==> config.mk <==
export PLATFORM = sky130hd
export DESIGN_NAME = id_stage_top
export DESIGN_NICKNAME = d
export VERILOG_FILES = /design/src/logic/rv_decode_pkg.sv /design/src/logic/id_ex_reg.sv /design/src/logic/id_stage_ctrl.sv /design/src/logic/id_stage_top.sv /design/src/logic/imm_gen.sv /design/src/logic/instr_decoder.sv /design/src/logic/regfile.sv
export VERILOG_INCLUDE_DIRS = /design/src /design/src/logic
export SDC_FILE = /design/constraint.sdc
export NUM_CORES = 2
export LEC_CHECK = 0
export BUFFER_PORTS_ARGS = -buffer_cell sky130_fd_sc_hd__buf_2
export CELL_PAD_IN_SITES_DETAIL_PLACEMENT = 0
export CELL_PAD_IN_SITES_GLOBAL_PLACEMENT = 1
export CORE_MARGIN = 2
export CORE_UTILIZATION = 48
export DETAILED_ROUTE_END_ITERATION = 6
export GPL_TIMING_DRIVEN = 0
export PLACE_DENSITY = 0.86
export RECOVER_POWER = 50
export REMOVE_ABC_BUFFERS = 1
export SETUP_SLACK_MARGIN = 0.05
export SLEW_MARGIN = 20
export SYNTH_ARGS = -nofsm -noshare
export SYNTH_HDL_FRONTEND = slang
export SYNTH_HIERARCHICAL = 1
export SYNTH_SLANG_ARGS = --single-unit
==> constraint.sdc <==
create_clock -name clk_i -period 4.4 [get_ports clk_i]
set_clock_uncertainty 0.2 [all_clocks]
set_input_delay 0.44 -clock clk_i [delete_from_list [all_inputs] [get_ports clk_i]]
set_output_delay 0.44 -clock clk_i [all_outputs]
set_load 0.02 [all_outputs]
==> src/logic/rv_decode_consts.svh <==
`ifndef RV_DECODE_CONSTS_SVH
`define RV_DECODE_CONSTS_SVH

// Datapath width
`define XLEN_BITS 32

// Register file addressing, 32 entries
`define REG_ADDR_BITS 5

// Execute queue depth and credit counter width
`define EX_CREDITS 2
`define CREDIT_BITS 2

`endif

==> src/logic/rv_decode_pkg.sv <==
package rv_decode_pkg;

   ////////////////////////////////////////
   // Major opcodes, instr[6:2]
   ////////////////////////////////////////
   typedef enum logic [4:0] {
      OPC_LOAD   = 5'b00000,
      OPC_STORE  = 5'b01000,
      OPC_BRANCH = 5'b11000,
      OPC_JAL    = 5'b11011,
      OPC_JALR   = 5'b11001,
      OPC_OP_IMM = 5'b00100,
      OPC_OP     = 5'b01100,
      OPC_LUI    = 5'b01101,
      OPC_AUIPC  = 5'b00101
   } opcode_e;

   // ALU operations seen by execute
   typedef enum logic [3:0] {
      ALU_ADD    = 4'd0,
      ALU_SUB    = 4'd1,
      ALU_SLL    = 4'd2,
      ALU_SLT    = 4'd3,
      ALU_SLTU   = 4'd4,
      ALU_XOR    = 4'd5,
      ALU_SRL    = 4'd6,
      ALU_SRA    = 4'd7,
      ALU_OR     = 4'd8,
      ALU_AND    = 4'd9,
      ALU_PASS_B = 4'd10   // LUI, operand B straight through
   } alu_op_e;

   // Immediate formats
   typedef enum logic [2:0] {
      IMM_I    = 3'd0,
      IMM_S    = 3'd1,
      IMM_B    = 3'd2,
      IMM_U    = 3'd3,
      IMM_J    = 3'd4,
      IMM_NONE = 3'd5
   } imm_fmt_e;

   // Writeback source
   typedef enum logic [1:0] {
      WB_ALU = 2'd0,
      WB_MEM = 2'd1,
      WB_PC4 = 2'd2   // Link address for JAL/JALR
   } wb_sel_e;

endpackage
==> src/logic/id_ex_reg.sv <==
`timescale 1ns/1ps
`include "rv_decode_consts.svh"

module id_ex_reg (
   input  logic                      clk_i,
   input  logic                      rst_n_i,
   input  logic                      issue_i,
   input  logic                      bubble_i,
   input  logic [`XLEN_BITS-1:0]     pc_i,
   input  logic [`XLEN_BITS-1:0]     rs1_val_i,
   input  logic [`XLEN_BITS-1:0]     rs2_val_i,
   input  logic [`XLEN_BITS-1:0]     imm_i,
   input  rv_decode_pkg::alu_op_e    alu_op_i,
   input  logic                      op1_pc_i,
   input  logic                      op2_imm_i,
   input  rv_decode_pkg::wb_sel_e    wb_sel_i,
   input  logic                      reg_wr_i,
   input  logic                      is_load_i,
   input  logic                      is_store_i,
   input  logic                      is_branch_i,
   input  logic                      is_jump_i,
   input  logic                      illegal_i,
   input  logic [`REG_ADDR_BITS-1:0] rd_addr_i,
   input  logic [2:0]                funct3_i,
   output logic                      ex_valid_o,
   output logic [`XLEN_BITS-1:0]     pc_o,
   output logic [`XLEN_BITS-1:0]     rs1_val_o,
   output logic [`XLEN_BITS-1:0]     rs2_val_o,
   output logic [`XLEN_BITS-1:0]     imm_o,
   output rv_decode_pkg::alu_op_e    alu_op_o,
   output logic                      op1_pc_o,
   output logic                      op2_imm_o,
   output rv_decode_pkg::wb_sel_e    wb_sel_o,
   output logic [`REG_ADDR_BITS-1:0] rd_o,
   output logic                      is_load_o,
   output logic                      is_store_o,
   output logic                      is_branch_o,
   output logic                      is_jump_o,
   output logic                      illegal_o,
   output logic [2:0]                funct3_o
);

   ////////////////////////////////////////
   // Valid and control fields
   ////////////////////////////////////////
   always_ff @(posedge clk_i) begin
      if (!rst_n_i || bubble_i) begin
         ex_valid_o  <= 1'b0;
         alu_op_o    <= rv_decode_pkg::ALU_ADD;
         op1_pc_o    <= 1'b0;
         op2_imm_o   <= 1'b0;
         wb_sel_o    <= rv_decode_pkg::WB_ALU;
         rd_o        <= '0;
         is_load_o   <= 1'b0;
         is_store_o  <= 1'b0;
         is_branch_o <= 1'b0;
         is_jump_o   <= 1'b0;
         illegal_o   <= 1'b0;
      end else if (issue_i) begin
         ex_valid_o  <= 1'b1;
         alu_op_o    <= alu_op_i;
         op1_pc_o    <= op1_pc_i;
         op2_imm_o   <= op2_imm_i;
         wb_sel_o    <= wb_sel_i;
         rd_o        <= reg_wr_i ? rd_addr_i : '0;   // rd 0 means no write
         is_load_o   <= is_load_i;
         is_store_o  <= is_store_i;
         is_branch_o <= is_branch_i;
         is_jump_o   <= is_jump_i;
         illegal_o   <= illegal_i;
      end else begin
         ex_valid_o <= 1'b0;   // Out of credits, hold fields but stop issuing
      end
   end

   // Operand payload
   always_ff @(posedge clk_i) begin
      if (issue_i) begin
         pc_o      <= pc_i;
         rs1_val_o <= rs1_val_i;
         rs2_val_o <= rs2_val_i;
         imm_o     <= imm_i;
         funct3_o  <= funct3_i;
      end
   end

endmodule

==> src/logic/id_stage_ctrl.sv <==
`timescale 1ns/1ps
`include "rv_decode_consts.svh"

module id_stage_ctrl (
   input  logic                      clk_i,
   input  logic                      rst_n_i,
   input  logic                      instr_valid_i,
   input  logic                      flush_i,
   input  logic                      credit_return_i,
   input  logic [`REG_ADDR_BITS-1:0] rs1_addr_i,
   input  logic [`REG_ADDR_BITS-1:0] rs2_addr_i,
   input  logic                      ex_is_load_i,
   input  logic                      ex_valid_i,
   input  logic [`REG_ADDR_BITS-1:0] ex_rd_i,
   output logic                      instr_accept_o,
   output logic                      issue_o,
   output logic                      bubble_o
);

   logic [`CREDIT_BITS-1:0] credits_q;
   logic                    has_credit;
   logic                    hazard;

   assign has_credit = (credits_q != '0);

   // Load in EX whose result the decoding instruction needs
   assign hazard = ex_valid_i && ex_is_load_i && (ex_rd_i != '0) &&
                   ((ex_rd_i == rs1_addr_i) || (ex_rd_i == rs2_addr_i));

   assign instr_accept_o = instr_valid_i && !flush_i && !hazard && has_credit;
   assign issue_o        = instr_accept_o;

   // Idle with credit gives a bubble, without credit ID/EX only drops valid
   assign bubble_o = !issue_o && has_credit;

   ////////////////////////////////////////
   // Credit counter toward execute
   ////////////////////////////////////////
   always_ff @(posedge clk_i) begin
      if (!rst_n_i) begin
         credits_q <= `CREDIT_BITS'(`EX_CREDITS);
      end else begin
         case ({issue_o, credit_return_i})
            2'b10:   credits_q <= credits_q - 1'b1;
            2'b01:   credits_q <= credits_q + 1'b1;
            default: credits_q <= credits_q;   // None, or issue and return together
         endcase
      end
   end

   // Execute never returns more credits than it was given
   a_credit_range: assert property (
      @(posedge clk_i) disable iff (!rst_n_i)
      credits_q <= `CREDIT_BITS'(`EX_CREDITS)
   ) else $error("credit counter above execute queue depth");

   // A return needs an item in flight
   a_return_needs_issue: assert property (
      @(posedge clk_i) disable iff (!rst_n_i)
      credit_return_i |-> (credits_q < `CREDIT_BITS'(`EX_CREDITS))
   ) else $error("credit returned while the counter was full");

endmodule

==> src/logic/id_stage_top.sv <==
`timescale 1ns/1ps
`include "rv_decode_consts.svh"

module id_stage_top (
   input  logic                      clk_i,
   input  logic                      rst_n_i,
   input  logic                      instr_valid_i,
   input  logic [31:0]               instr_i,
   input  logic [`XLEN_BITS-1:0]     pc_i,
   input  logic                      flush_i,
   input  logic                      credit_return_i,
   input  logic                      wb_en_i,
   input  logic [`REG_ADDR_BITS-1:0] wb_rd_i,
   input  logic [`XLEN_BITS-1:0]     wb_data_i,
   output logic                      instr_accept_o,
   output logic                      ex_valid_o,
   output logic [`XLEN_BITS-1:0]     pc_o,
   output logic [`XLEN_BITS-1:0]     rs1_val_o,
   output logic [`XLEN_BITS-1:0]     rs2_val_o,
   output logic [`XLEN_BITS-1:0]     imm_o,
   output rv_decode_pkg::alu_op_e    alu_op_o,
   output logic                      op1_pc_o,
   output logic                      op2_imm_o,
   output rv_decode_pkg::wb_sel_e    wb_sel_o,
   output logic [`REG_ADDR_BITS-1:0] rd_o,
   output logic                      is_load_o,
   output logic                      is_store_o,
   output logic                      is_branch_o,
   output logic                      is_jump_o,
   output logic                      illegal_o,
   output logic [2:0]                funct3_o
);

   // Instruction fields
   logic [`REG_ADDR_BITS-1:0] rs1_addr;
   logic [`REG_ADDR_BITS-1:0] rs2_addr;
   logic [`REG_ADDR_BITS-1:0] rd_addr;

   assign rs1_addr = instr_i[19:15];
   assign rs2_addr = instr_i[24:20];
   assign rd_addr  = instr_i[11:7];

   // Decoder outputs
   rv_decode_pkg::alu_op_e   dec_alu_op;
   rv_decode_pkg::imm_fmt_e  dec_imm_fmt;
   rv_decode_pkg::wb_sel_e   dec_wb_sel;
   logic                     dec_op1_pc;
   logic                     dec_op2_imm;
   logic                     dec_reg_wr;
   logic                     dec_is_load;
   logic                     dec_is_store;
   logic                     dec_is_branch;
   logic                     dec_is_jump;
   logic                     dec_illegal;

   logic [`XLEN_BITS-1:0] imm;
   logic [`XLEN_BITS-1:0] rs1_val;
   logic [`XLEN_BITS-1:0] rs2_val;
   logic                  issue;
   logic                  bubble;

   instr_decoder u_decoder (
      .instr_i     (instr_i),
      .alu_op_o    (dec_alu_op),
      .imm_fmt_o   (dec_imm_fmt),
      .wb_sel_o    (dec_wb_sel),
      .op1_pc_o    (dec_op1_pc),
      .op2_imm_o   (dec_op2_imm),
      .reg_wr_o    (dec_reg_wr),
      .is_load_o   (dec_is_load),
      .is_store_o  (dec_is_store),
      .is_branch_o (dec_is_branch),
      .is_jump_o   (dec_is_jump),
      .illegal_o   (dec_illegal)
   );

   imm_gen u_imm_gen (
      .instr_i   (instr_i),
      .imm_fmt_i (dec_imm_fmt),
      .imm_o     (imm)
   );

   regfile u_regfile (
      .clk_i      (clk_i),
      .rst_n_i    (rst_n_i),
      .wr_en_i    (wb_en_i),
      .wr_addr_i  (wb_rd_i),
      .wr_data_i  (wb_data_i),
      .rs1_addr_i (rs1_addr),
      .rs2_addr_i (rs2_addr),
      .rs1_data_o (rs1_val),
      .rs2_data_o (rs2_val)
   );

   // Hazard check looks back at what ID/EX holds
   id_stage_ctrl u_ctrl (
      .clk_i           (clk_i),
      .rst_n_i         (rst_n_i),
      .instr_valid_i   (instr_valid_i),
      .flush_i         (flush_i),
      .credit_return_i (credit_return_i),
      .rs1_addr_i      (rs1_addr),
      .rs2_addr_i      (rs2_addr),
      .ex_is_load_i    (is_load_o),
      .ex_valid_i      (ex_valid_o),
      .ex_rd_i         (rd_o),
      .instr_accept_o  (instr_accept_o),
      .issue_o         (issue),
      .bubble_o        (bubble)
   );

   id_ex_reg u_id_ex (
      .clk_i       (clk_i),
      .rst_n_i     (rst_n_i),
      .issue_i     (issue),
      .bubble_i    (bubble),
      .pc_i        (pc_i),
      .rs1_val_i   (rs1_val),
      .rs2_val_i   (rs2_val),
      .imm_i       (imm),
      .alu_op_i    (dec_alu_op),
      .op1_pc_i    (dec_op1_pc),
      .op2_imm_i   (dec_op2_imm),
      .wb_sel_i    (dec_wb_sel),
      .reg_wr_i    (dec_reg_wr),
      .is_load_i   (dec_is_load),
      .is_store_i  (dec_is_store),
      .is_branch_i (dec_is_branch),
      .is_jump_i   (dec_is_jump),
      .illegal_i   (dec_illegal),
      .rd_addr_i   (rd_addr),
      .funct3_i    (instr_i[14:12]),
      .ex_valid_o  (ex_valid_o),
      .pc_o        (pc_o),
      .rs1_val_o   (rs1_val_o),
      .rs2_val_o   (rs2_val_o),
      .imm_o       (imm_o),
      .alu_op_o    (alu_op_o),
      .op1_pc_o    (op1_pc_o),
      .op2_imm_o   (op2_imm_o),
      .wb_sel_o    (wb_sel_o),
      .rd_o        (rd_o),
      .is_load_o   (is_load_o),
      .is_store_o  (is_store_o),
      .is_branch_o (is_branch_o),
      .is_jump_o   (is_jump_o),
      .illegal_o   (illegal_o),
      .funct3_o    (funct3_o)
   );

endmodule

==> src/logic/imm_gen.sv <==
`timescale 1ns/1ps
`include "rv_decode_consts.svh"

module imm_gen (
   input  logic [`XLEN_BITS-1:0]    instr_i,
   input  rv_decode_pkg::imm_fmt_e  imm_fmt_i,
   output logic [`XLEN_BITS-1:0]    imm_o
);

   logic sign;

   assign sign = instr_i[31];   // Sign bit sits at 31 in every format

   always_comb begin
      case (imm_fmt_i)
         rv_decode_pkg::IMM_I: imm_o = {{20{sign}}, instr_i[31:20]};
         rv_decode_pkg::IMM_S: imm_o = {{20{sign}}, instr_i[31:25], instr_i[11:7]};
         rv_decode_pkg::IMM_B: begin
            imm_o = {{19{sign}}, sign, instr_i[7], instr_i[30:25], instr_i[11:8], 1'b0};
         end
         rv_decode_pkg::IMM_U: imm_o = {instr_i[31:12], 12'b0};
         rv_decode_pkg::IMM_J: begin
            imm_o = {{11{sign}}, sign, instr_i[19:12], instr_i[20], instr_i[30:21], 1'b0};
         end
         default: imm_o = '0;   // No immediate
      endcase
   end

endmodule

==> src/logic/instr_decoder.sv <==
`timescale 1ns/1ps

module instr_decoder (
   input  logic [31:0]              instr_i,
   output rv_decode_pkg::alu_op_e   alu_op_o,
   output rv_decode_pkg::imm_fmt_e  imm_fmt_o,
   output rv_decode_pkg::wb_sel_e   wb_sel_o,
   output logic                     op1_pc_o,
   output logic                     op2_imm_o,
   output logic                     reg_wr_o,
   output logic                     is_load_o,
   output logic                     is_store_o,
   output logic                     is_branch_o,
   output logic                     is_jump_o,
   output logic                     illegal_o
);

   rv_decode_pkg::opcode_e opcode;
   logic [2:0]             funct3;
   logic                   funct7_b5;
   logic                   funct7_rsvd;   // funct7 bits other than bit 30
   logic                   bad;

   assign opcode      = rv_decode_pkg::opcode_e'(instr_i[6:2]);
   assign funct3      = instr_i[14:12];
   assign funct7_b5   = instr_i[30];
   assign funct7_rsvd = instr_i[31] | (|instr_i[29:25]);

   // Shared by OP and OP-IMM, alt picks SUB/SRA
   function automatic rv_decode_pkg::alu_op_e alu_from_funct(input logic [2:0] f3,
                                                             input logic       alt);
      case (f3)
         3'b000:  return alt ? rv_decode_pkg::ALU_SUB : rv_decode_pkg::ALU_ADD;
         3'b001:  return rv_decode_pkg::ALU_SLL;
         3'b010:  return rv_decode_pkg::ALU_SLT;
         3'b011:  return rv_decode_pkg::ALU_SLTU;
         3'b100:  return rv_decode_pkg::ALU_XOR;
         3'b101:  return alt ? rv_decode_pkg::ALU_SRA : rv_decode_pkg::ALU_SRL;
         3'b110:  return rv_decode_pkg::ALU_OR;
         default: return rv_decode_pkg::ALU_AND;
      endcase
   endfunction

   always_comb begin
      alu_op_o    = rv_decode_pkg::ALU_ADD;
      imm_fmt_o   = rv_decode_pkg::IMM_NONE;
      wb_sel_o    = rv_decode_pkg::WB_ALU;
      op1_pc_o    = 1'b0;
      op2_imm_o   = 1'b0;
      reg_wr_o    = 1'b0;
      is_load_o   = 1'b0;
      is_store_o  = 1'b0;
      is_branch_o = 1'b0;
      is_jump_o   = 1'b0;
      bad         = (instr_i[1:0] != 2'b11);   // Compressed space not supported

      case (opcode)
         rv_decode_pkg::OPC_LOAD: begin
            imm_fmt_o = rv_decode_pkg::IMM_I;
            op2_imm_o = 1'b1;   // Address = rs1 + imm
            wb_sel_o  = rv_decode_pkg::WB_MEM;
            reg_wr_o  = 1'b1;
            is_load_o = 1'b1;
            bad       = bad | (funct3 == 3'b011) | (funct3[2:1] == 2'b11);
         end
         rv_decode_pkg::OPC_STORE: begin
            imm_fmt_o  = rv_decode_pkg::IMM_S;
            op2_imm_o  = 1'b1;
            is_store_o = 1'b1;
            bad        = bad | funct3[2] | (funct3[1:0] == 2'b11);
         end
         rv_decode_pkg::OPC_BRANCH: begin
            // Compare on rs1 - rs2, execute adds PC + imm for the target
            imm_fmt_o   = rv_decode_pkg::IMM_B;
            alu_op_o    = rv_decode_pkg::ALU_SUB;
            is_branch_o = 1'b1;
            bad         = bad | (funct3[2:1] == 2'b01);
         end
         rv_decode_pkg::OPC_JAL: begin
            imm_fmt_o = rv_decode_pkg::IMM_J;
            op1_pc_o  = 1'b1;
            op2_imm_o = 1'b1;
            wb_sel_o  = rv_decode_pkg::WB_PC4;
            reg_wr_o  = 1'b1;
            is_jump_o = 1'b1;
         end
         rv_decode_pkg::OPC_JALR: begin
            imm_fmt_o = rv_decode_pkg::IMM_I;
            op2_imm_o = 1'b1;
            wb_sel_o  = rv_decode_pkg::WB_PC4;
            reg_wr_o  = 1'b1;
            is_jump_o = 1'b1;
            bad       = bad | (funct3 != 3'b000);
         end
         rv_decode_pkg::OPC_OP_IMM: begin
            imm_fmt_o = rv_decode_pkg::IMM_I;
            op2_imm_o = 1'b1;
            reg_wr_o  = 1'b1;
            // Bit 30 only means SRAI, for ADDI it is immediate data
            alu_op_o  = alu_from_funct(funct3, (funct3 == 3'b101) & funct7_b5);
            if (funct3 == 3'b001) begin
               bad = bad | funct7_rsvd | funct7_b5;
            end else if (funct3 == 3'b101) begin
               bad = bad | funct7_rsvd;
            end
         end
         rv_decode_pkg::OPC_OP: begin
            reg_wr_o = 1'b1;
            alu_op_o = alu_from_funct(funct3, funct7_b5);
            bad      = bad | funct7_rsvd |
                       (funct7_b5 & (funct3 != 3'b000) & (funct3 != 3'b101));
         end
         rv_decode_pkg::OPC_LUI: begin
            imm_fmt_o = rv_decode_pkg::IMM_U;
            op2_imm_o = 1'b1;
            alu_op_o  = rv_decode_pkg::ALU_PASS_B;
            reg_wr_o  = 1'b1;
         end
         rv_decode_pkg::OPC_AUIPC: begin
            imm_fmt_o = rv_decode_pkg::IMM_U;
            op1_pc_o  = 1'b1;
            op2_imm_o = 1'b1;
            reg_wr_o  = 1'b1;
         end
         default: bad = 1'b1;
      endcase

      // Illegal instructions travel on but change no state
      if (bad) begin
         reg_wr_o   = 1'b0;
         is_load_o  = 1'b0;
         is_store_o = 1'b0;
      end
      illegal_o = bad;
   end

endmodule

==> src/logic/regfile.sv <==
`timescale 1ns/1ps
`include "rv_decode_consts.svh"

module regfile (
   input  logic                      clk_i,
   input  logic                      rst_n_i,
   input  logic                      wr_en_i,
   input  logic [`REG_ADDR_BITS-1:0] wr_addr_i,
   input  logic [`XLEN_BITS-1:0]     wr_data_i,
   input  logic [`REG_ADDR_BITS-1:0] rs1_addr_i,
   input  logic [`REG_ADDR_BITS-1:0] rs2_addr_i,
   output logic [`XLEN_BITS-1:0]     rs1_data_o,
   output logic [`XLEN_BITS-1:0]     rs2_data_o
);

   localparam int NUM_REGS = 2 ** `REG_ADDR_BITS;

   logic [`XLEN_BITS-1:0] regs [1:NUM_REGS-1];   // x0 has no storage

   always_ff @(posedge clk_i) begin
      if (!rst_n_i) begin
         for (int i = 1; i < NUM_REGS; i++) begin
            regs[i] <= '0;
         end
      end else if (wr_en_i && (wr_addr_i != '0)) begin
         regs[wr_addr_i] <= wr_data_i;
      end
   end

   // One read port, with bypass of a same-cycle writeback
   function automatic logic [`XLEN_BITS-1:0] read_port(input logic [`REG_ADDR_BITS-1:0] addr);
      if (addr == '0) begin
         return '0;
      end
      if (wr_en_i && (addr == wr_addr_i)) begin
         return wr_data_i;
      end
      return regs[addr];
   endfunction

   always_comb begin
      rs1_data_o = read_port(rs1_addr_i);
      rs2_data_o = read_port(rs2_addr_i);
   end

endmodule

Yosys cells after proc, flatten, opt, wreduce, memory -nomap -nowiden
Memory sizes are Yosys's and may differ from the RTL's.
Cells that the tools add are included.
Widths: inputs -> output; s select.
- eq/ne operators: 29
- bitwise logic cells: 13
- reduce and logical (&&, ||, !) cells: 35
- add/sub/neg operators: 2
- muxes and demuxes: 47
- operators by type and width (kind ; count):
    $mux 32 ; 9
    $pmux 32 s5 ; 1
    $pmux 4 s7 ; 2
    $reduce_or 32->1 ; 1
    $mux 1 ; 28
    $eq 5x5->1 ; 4
    $pmux 4 s4 ; 1
    $eq 5x4->1 const B ; 3
    $eq 5x5->1 const B ; 3
    $logic_not 5->1 ; 3
    $pmux 3 s5 ; 1
    $reduce_or 7->1 ; 2
    $eq 3x2->1 const B ; 4
    $eq 3x3->1 const B ; 4
    $eq 5x3->1 const B ; 2
    $logic_and 1x1->1 ; 10
    $mux 5 ; 2
    $or 1x1->1 ; 10
    $reduce_bool 5->1 ; 2
    $pmux 2 s2 ; 2
    $pmux 1 s7 ; 1
    $eq 2x2->1 const B ; 3
    $eq 3x1->1 const B ; 2
    $logic_not 3->1 ; 2
    13 further kinds ; 24
- flip-flop bits (word level): 152
- output and inout port bits: 151
- RAM bits: 992
- memories: 1
- input bits: 107
- logic and storage cells: 144
- memories (memory ; words ; bits a word ; rd ports ; clocked after Yosys merged registers in ; write ports ; line ; text):
    u_regfile.regs ; 31 ; 32 ; 2 ; 0 ; 31 ; regfile.sv:18 ; logic [`XLEN_BITS-1:0] regs [1:NUM_REGS-1];

Logic depth before layout (Yosys ltp)
- depth in word-level cells: 9
- mapped depth: 10
- mapped depth without buffers: 8

By module
Netlist, hierarchy kept.
- by module, submodules not included (module ; instances ; cells an instance ; area an instance (sq um) ; seq. area each (sq um)):
    regfile ; 1 ; 3833 ; 55134.1 ; 30749.5
    id_ex_reg ; 1 ; 199 ; 4675.7 ; 4314.1
    imm_gen ; 1 ; 94 ; 540.5 ; 0.0
    instr_decoder ; 1 ; 85 ; 474.2 ; 0.0
    id_stage_ctrl ; 1 ; 35 ; 285.3 ; 40.0

Worst setup path after synthesis
No wires, ideal clock.
- path type: in2reg
- from: input port wb_rd_i[3]
- to: memory u_regfile/regs[4][0] in the netlist's numbering, enable pin
- data arrival time: 3533 ps
- setup time: 466 ps
- data required time: 3734 ps
- stages: 4
- slack: 202 ps
- buffers on the path: 2
- cells stage by stage: buf_2 -> or3b_2 -> clkbuf_1 -> o21ai_0
- RTL lines (what ; line ; text):
    start: declaration ; id_stage_top.sv:13 ; input logic [`REG_ADDR_BITS-1:0] wb_rd_i,
    end: declaration ; regfile.sv:18 ;

==> impl.org <==
** Setup path
- The worst register-to-register path begins at u_id_ex/rd_o[3]$_SDFFE_PP0P_.
- The critical path ends at u_regfile/regs[3][27]$_SDFFCE_PN0P_.
- Data arrives at the worst endpoint at 4.56 ns.
- The number of buffers and inverters on the critical path is 4.
- The worst register-to-register path ends at u_id_ex/rs2_val_o[4]$_DFFE_PP_.
- Crit end category :: register
- By instance count, the cell type seen most on the critical path is sky130_fd_sc_hd__clkbuf_1.
- The critical path in this run is classified as in -> reg.
- For the worst setup path, the data required time is 4.68 ns.
- Tracing the worst setup path back leads to its startpoint at rst_n_i.
- Slowest cell on the critical path :: sky130_fd_sc_hd__o21ai_1
- Worst path cell trace :: clkbuf_2 -> nand4_1 -> clkbuf_1 -> o21ai_1 -> clkbuf_1 -> buf_8
- Broken down by cell family, the worst path's largest delay share belongs to buffers and inverters.
- In this run the worst path has a maximum fanout of 36.
- Counting buffers and inverters, the worst setup path is 6 cells deep.
- On the worst path, the slowest cell contributes a delay of roughly 1.2 ns.
- Reg-to-reg slack, setup :: between 1 and 1.5 ns
- Depth of the most critical reg-to-reg path :: 6
- The worst setup path is launched from a primary input.

** Floorplan
- In this run the core area contains 130 standard-cell rows.
- Width of the die :: between 300 and 400 um
- Area of the core :: between 100,000 and 150,000 um^2
- Starting utilization of the core area :: 0.4848
- Count of pins on the block boundary :: 258
- Chip height :: ~360 um
- The die covers around 130,000 um^2.

** Yosys
- Commonest cells in the synthesized netlist :: sky130_fd_sc_hd__edfxtp_1, sky130_fd_sc_hd__and2_1, sky130_fd_sc_hd__mux4_2, sky130_fd_sc_hd__clkbuf_1, sky130_fd_sc_hd__mux2i_1
- Top area cells in the synthesized netlist :: sky130_fd_sc_hd__edfxtp_1, sky130_fd_sc_hd__mux4_2, sky130_fd_sc_hd__and2_1
- Summed over all instances, the cell type with the most area after synthesis is sky130_fd_sc_hd__edfxtp_1.
- For this run, the leading register cell type out of synthesis is sky130_fd_sc_hd__edfxtp_1.
- Synthesis handed over a netlist of about 4,200 instances.
- The synthesized netlist contains 67 unique library cells.
- In this run, synthesis inferred 1,155 flip-flops with an integrated enable.
- Of the synthesized area, sequential elements account for 0.5744.
- Async set or reset register ratio after synthesis :: 0
- Most common cell in the synthesized netlist :: sky130_fd_sc_hd__edfxtp_1
- Post-synth design cell area :: 61,110 um^2
- The share of synthesized area in the top cell type comes to 0.5676.
- During synthesis, Yosys emitted a total of 6 warnings.
- Yosys reg bits :: 1,176
- The average instance in the mapped netlist occupies around 14 um^2.

** STA
- Setup repair after global routing left no endpoint under its margin.
- Maximum frequency from static timing analysis :: approximately 230 MHz
- Final worst path period need :: ~4.3 ns
- Setup violations remaining at the end of the flow were counted as 0.
- Ratio of final minimum period to clock period :: 0.9736
- The final max-slew violation count was ~430.
- At the pin with the least slew margin, the transition time is around 2.5 ns.
- In this run the tightest slew margin relative to its limit is -0.6774.
- The hold violation count in the final report came to 0.

** Power
- The share of total power dissipated in combinational logic is 0.125.
- Overall power consumption :: approximately 27 mW
- Reported net switching power :: between 6 and 7 mW
- VDD sags by at most about 0.30 mV.
- In this run the static leakage power is between 20 and 25 nW.
- The share of total power dissipated in sequential elements is 0.488.
- Part of the power in the clock network :: 0.386
- Switching portion of total power :: 0.2557
- Dividing total power by cell area gives a power density of ~380 nW/um^2.
- P_int :: 20.26 mW

** Worst hold path
- In this run the worst hold path is classified as in -> reg.
- Hold path startpoint :: flush_i

** CTS
- Buffers from clock root to sink, at most :: 3
- The cell sitting at the root of the clock tree is a sky130_fd_sc_hd__clkbuf_16.
- Clock tree from TritonCTS :: done
- Sink count of the clock tree :: 1,176
- Total number of H-tree levels :: 4
- Clk pin slew, worst setup/hold paths :: 0.06 ns
- Num CTS Buffers :: roughly 130
- Clock Latency Late Sink :: between 0.7 and 0.8 ns

** Global route
- Number of antenna violations at the first check in global routing :: 14
- For this run, the total global-route usage over all layers was measured as 0.3164.
- The first global-routing pass estimated 294,000 um of wire.
- Sum of overflow across all layers after global routing :: 0
- Largest net degree at the start of global routing :: 76
- Number of global-route vias before repair :: 41,710

** Route
- Average wire per cell in the routed design :: between 30 and 40 um
- The detail route stage leaves a number of antenna-violating nets equal to 0.
- 1st-pass router iterations :: 6
- The detailed router finished its first iteration with just under 7,000 violations.
- In the routed layout, each cell is associated on average with a via count of between 6 and 7.
- The final route contains 42,210 vias.
- Count of unresolved DRC violations after routing :: 0
- DRT Wirelength :: 209,200 um

** Status
- Violated checks :: capacitance limit, slew limit
- The run finished, with violations left.

** Placement
- Estimated wirelength of the detail-placed design :: 136,300 um
- Routability-driven placement congestion ratio :: between 0.8 and 0.9
- After detailed placement, the design holds a cell count of 5,916.
- Buffers placed on the I/O ports in this run total between 200 and 300.

** Job
- Across the run, the number of max-cap violations was 39.

** Layout
- Compared with the post-synthesis result, the final layout area differs by 16.19%.
- The final layout contains about 4,600 nets.
- Of the cells placed in the final design, the portion with a size suffix greater than 1 is 0.1987.
- Counting the fill cells in the layout gives just under 10,000.
- The finished layout holds around 6,300 standard cells, fillers aside.
- Final core occ :: 0.5633
## how the worst min path moves through the flow
stage / end / slack (ns) / cells past startpoint
2_1_floorplan: u_ctrl/credits_q[1]$_SDFFE_PN1P_ / 0.30 / 2
3_3_place_gp: u_id_ex/alu_op_o[0]$_SDFFE_PP0P_ / 0.27 / 2
3_5_place_dp: u_id_ex/alu_op_o[0]$_SDFFE_PP0P_ / 0.28 / 2
4_1_cts: u_id_ex/is_store_o$_SDFFE_PP0P_ / 0.001 / 5
5_1_grt: u_id_ex/rd_o[0]$_SDFFE_PP0P_ / 0.05 / 5
6_report: u_id_ex/rd_o[0]$_SDFFE_PP0P_ / 0.03 / 5
## flip-flops by register name (all words and copies together), names as in the netlist, 2 cells and up
register,count
u_id_ex/pc_o,32
u_id_ex/rd_o,5
u_id_ex/alu_op_o,4
u_ctrl/credits_q,2
u_id_ex/imm_o,32
u_id_ex/wb_sel_o,2
u_regfile/regs,1024
u_id_ex/rs1_val_o,32
u_id_ex/funct3_o,3
u_id_ex/rs2_val_o,32
## tightest hold or removal path, delay by kind of cell
kind	cells	cell delay, ns
and+or+nand+nor	2	0.19
AOI/OAI and AO/OA	2	0.24
buffers and inverters	1	0.08
## layout make-up
| cell class | instances | area, um^2 | area share |
|---|---|---|---|
| diodes | 6 | 15.01 | 0.0002115 |
| clock buffers | 163 | 3503 | 0.04934 |
| inverters | 12 | 45.04 | 0.0006344 |
| well taps | 1650 | 2064 | 0.02907 |
| clock inverters | 70 | 563.0 | 0.007930 |
| flip-flops and latches | 1176 | 35100 | 0.4944 |
| multi-input cells | 2651 | 24220 | 0.3411 |
| repair buffers | 522 | 5492 | 0.07734 |
## cells by family (layout without fill, tap and decap cells)
group	Yosys count	in the layout	share of synthesized area
buffers and inverters	451	767	0.03448
xor gates and xnor gates	23	23	0.003296
muxes	729	729	0.1990
DFF	1176	1176	0.5744
AOI/OAI and AO/OA	523	524	0.05893
adders and majority gates	2	2	0.0003890
other	1	38	0.00006136
and+or+nand+nor	1341	1341	0.1294
## per-stage QoR
stage           TNS, ns  setup WS [ns]  cell area, um^2  hold slack [ns]
5_1_grt               0         0.1284            70990          0.05436
6_report              0         0.1161            71010          0.02928
3_5_place_dp    -0.1374        -0.1374            67310           0.2791
2_1_floorplan         0         0.3498            59160           0.3017
4_1_cts               0         0.1141            72320         0.001299
3_3_place_gp   -7003.26         -14.47            62520           0.2705
## layout by cell type, fill, tap and decap left out, types with 29 or more instances in the layout
| master | netlist | layout |
|---|---|---|
| sky130_fd_sc_hd__clkinv_1 | 0 | 29 |
| sky130_fd_sc_hd__o21ai_0 | 93 | 69 |
| sky130_fd_sc_hd__mux4_2 | 380 | 380 |
| sky130_fd_sc_hd__nor2_1 | 107 | 97 |
| sky130_fd_sc_hd__buf_16 | 0 | 93 |
| sky130_fd_sc_hd__and2_1 | 996 | 676 |
| sky130_fd_sc_hd__nor3_1 | 33 | 34 |
| sky130_fd_sc_hd__a21oi_1 | 64 | 64 |
| sky130_fd_sc_hd__clkbuf_16 | 0 | 135 |
| sky130_fd_sc_hd__a211oi_1 | 32 | 32 |
| sky130_fd_sc_hd__and2_0 | 3 | 321 |
| sky130_fd_sc_hd__nand2_1 | 93 | 90 |
| sky130_fd_sc_hd__dlygate4sd3_1 | 0 | 87 |
| sky130_fd_sc_hd__a22oi_1 | 86 | 86 |
| sky130_fd_sc_hd__o221ai_1 | 40 | 40 |
| sky130_fd_sc_hd__mux2_2 | 88 | 88 |
| sky130_fd_sc_hd__clkbuf_1 | 309 | 233 |
| sky130_fd_sc_hd__conb_1 | 1 | 32 |
| sky130_fd_sc_hd__o22ai_1 | 92 | 92 |
| sky130_fd_sc_hd__mux2i_1 | 261 | 261 |
| sky130_fd_sc_hd__buf_2 | 71 | 64 |
| sky130_fd_sc_hd__a32o_1 | 32 | 32 |
| sky130_fd_sc_hd__edfxtp_1 | 1155 | 1155 |
## timing repair
item	4_1_cts	5_1_grt
resized for setup	0	0
hold endpoints to repair	102	0
buffers inserted	0	5
cloned	3	0
setup endpoints to repair	1	1
pin swaps	1	1
hold buffers	87	0
## routing by layer
metal	vias up	global-route usage	part of all wire
met4	2	0.1779	0.061
li1	16760	-	-
met1	21080	0.4114	0.35
met3	755	0.09459	0.14
met2	3615	0.4750	0.44
met5	-	0	0.000067
## power by group through the flow
stage / sequential (mW) / combinational, mW / clock [mW]
2_1_floorplan: 13.5 / 1.53 / 0
3_3_place_gp: 13.5 / 3.23 / 0
3_5_place_dp: 13.5 / 3.34 / 0
4_1_cts: 13.3 / 3.44 / 10.6
5_1_grt: 13.3 / 3.52 / 11.1
6_report: 13.3 / 3.41 / 10.5
No activity file was read; power rests on OpenSTA's default activity.
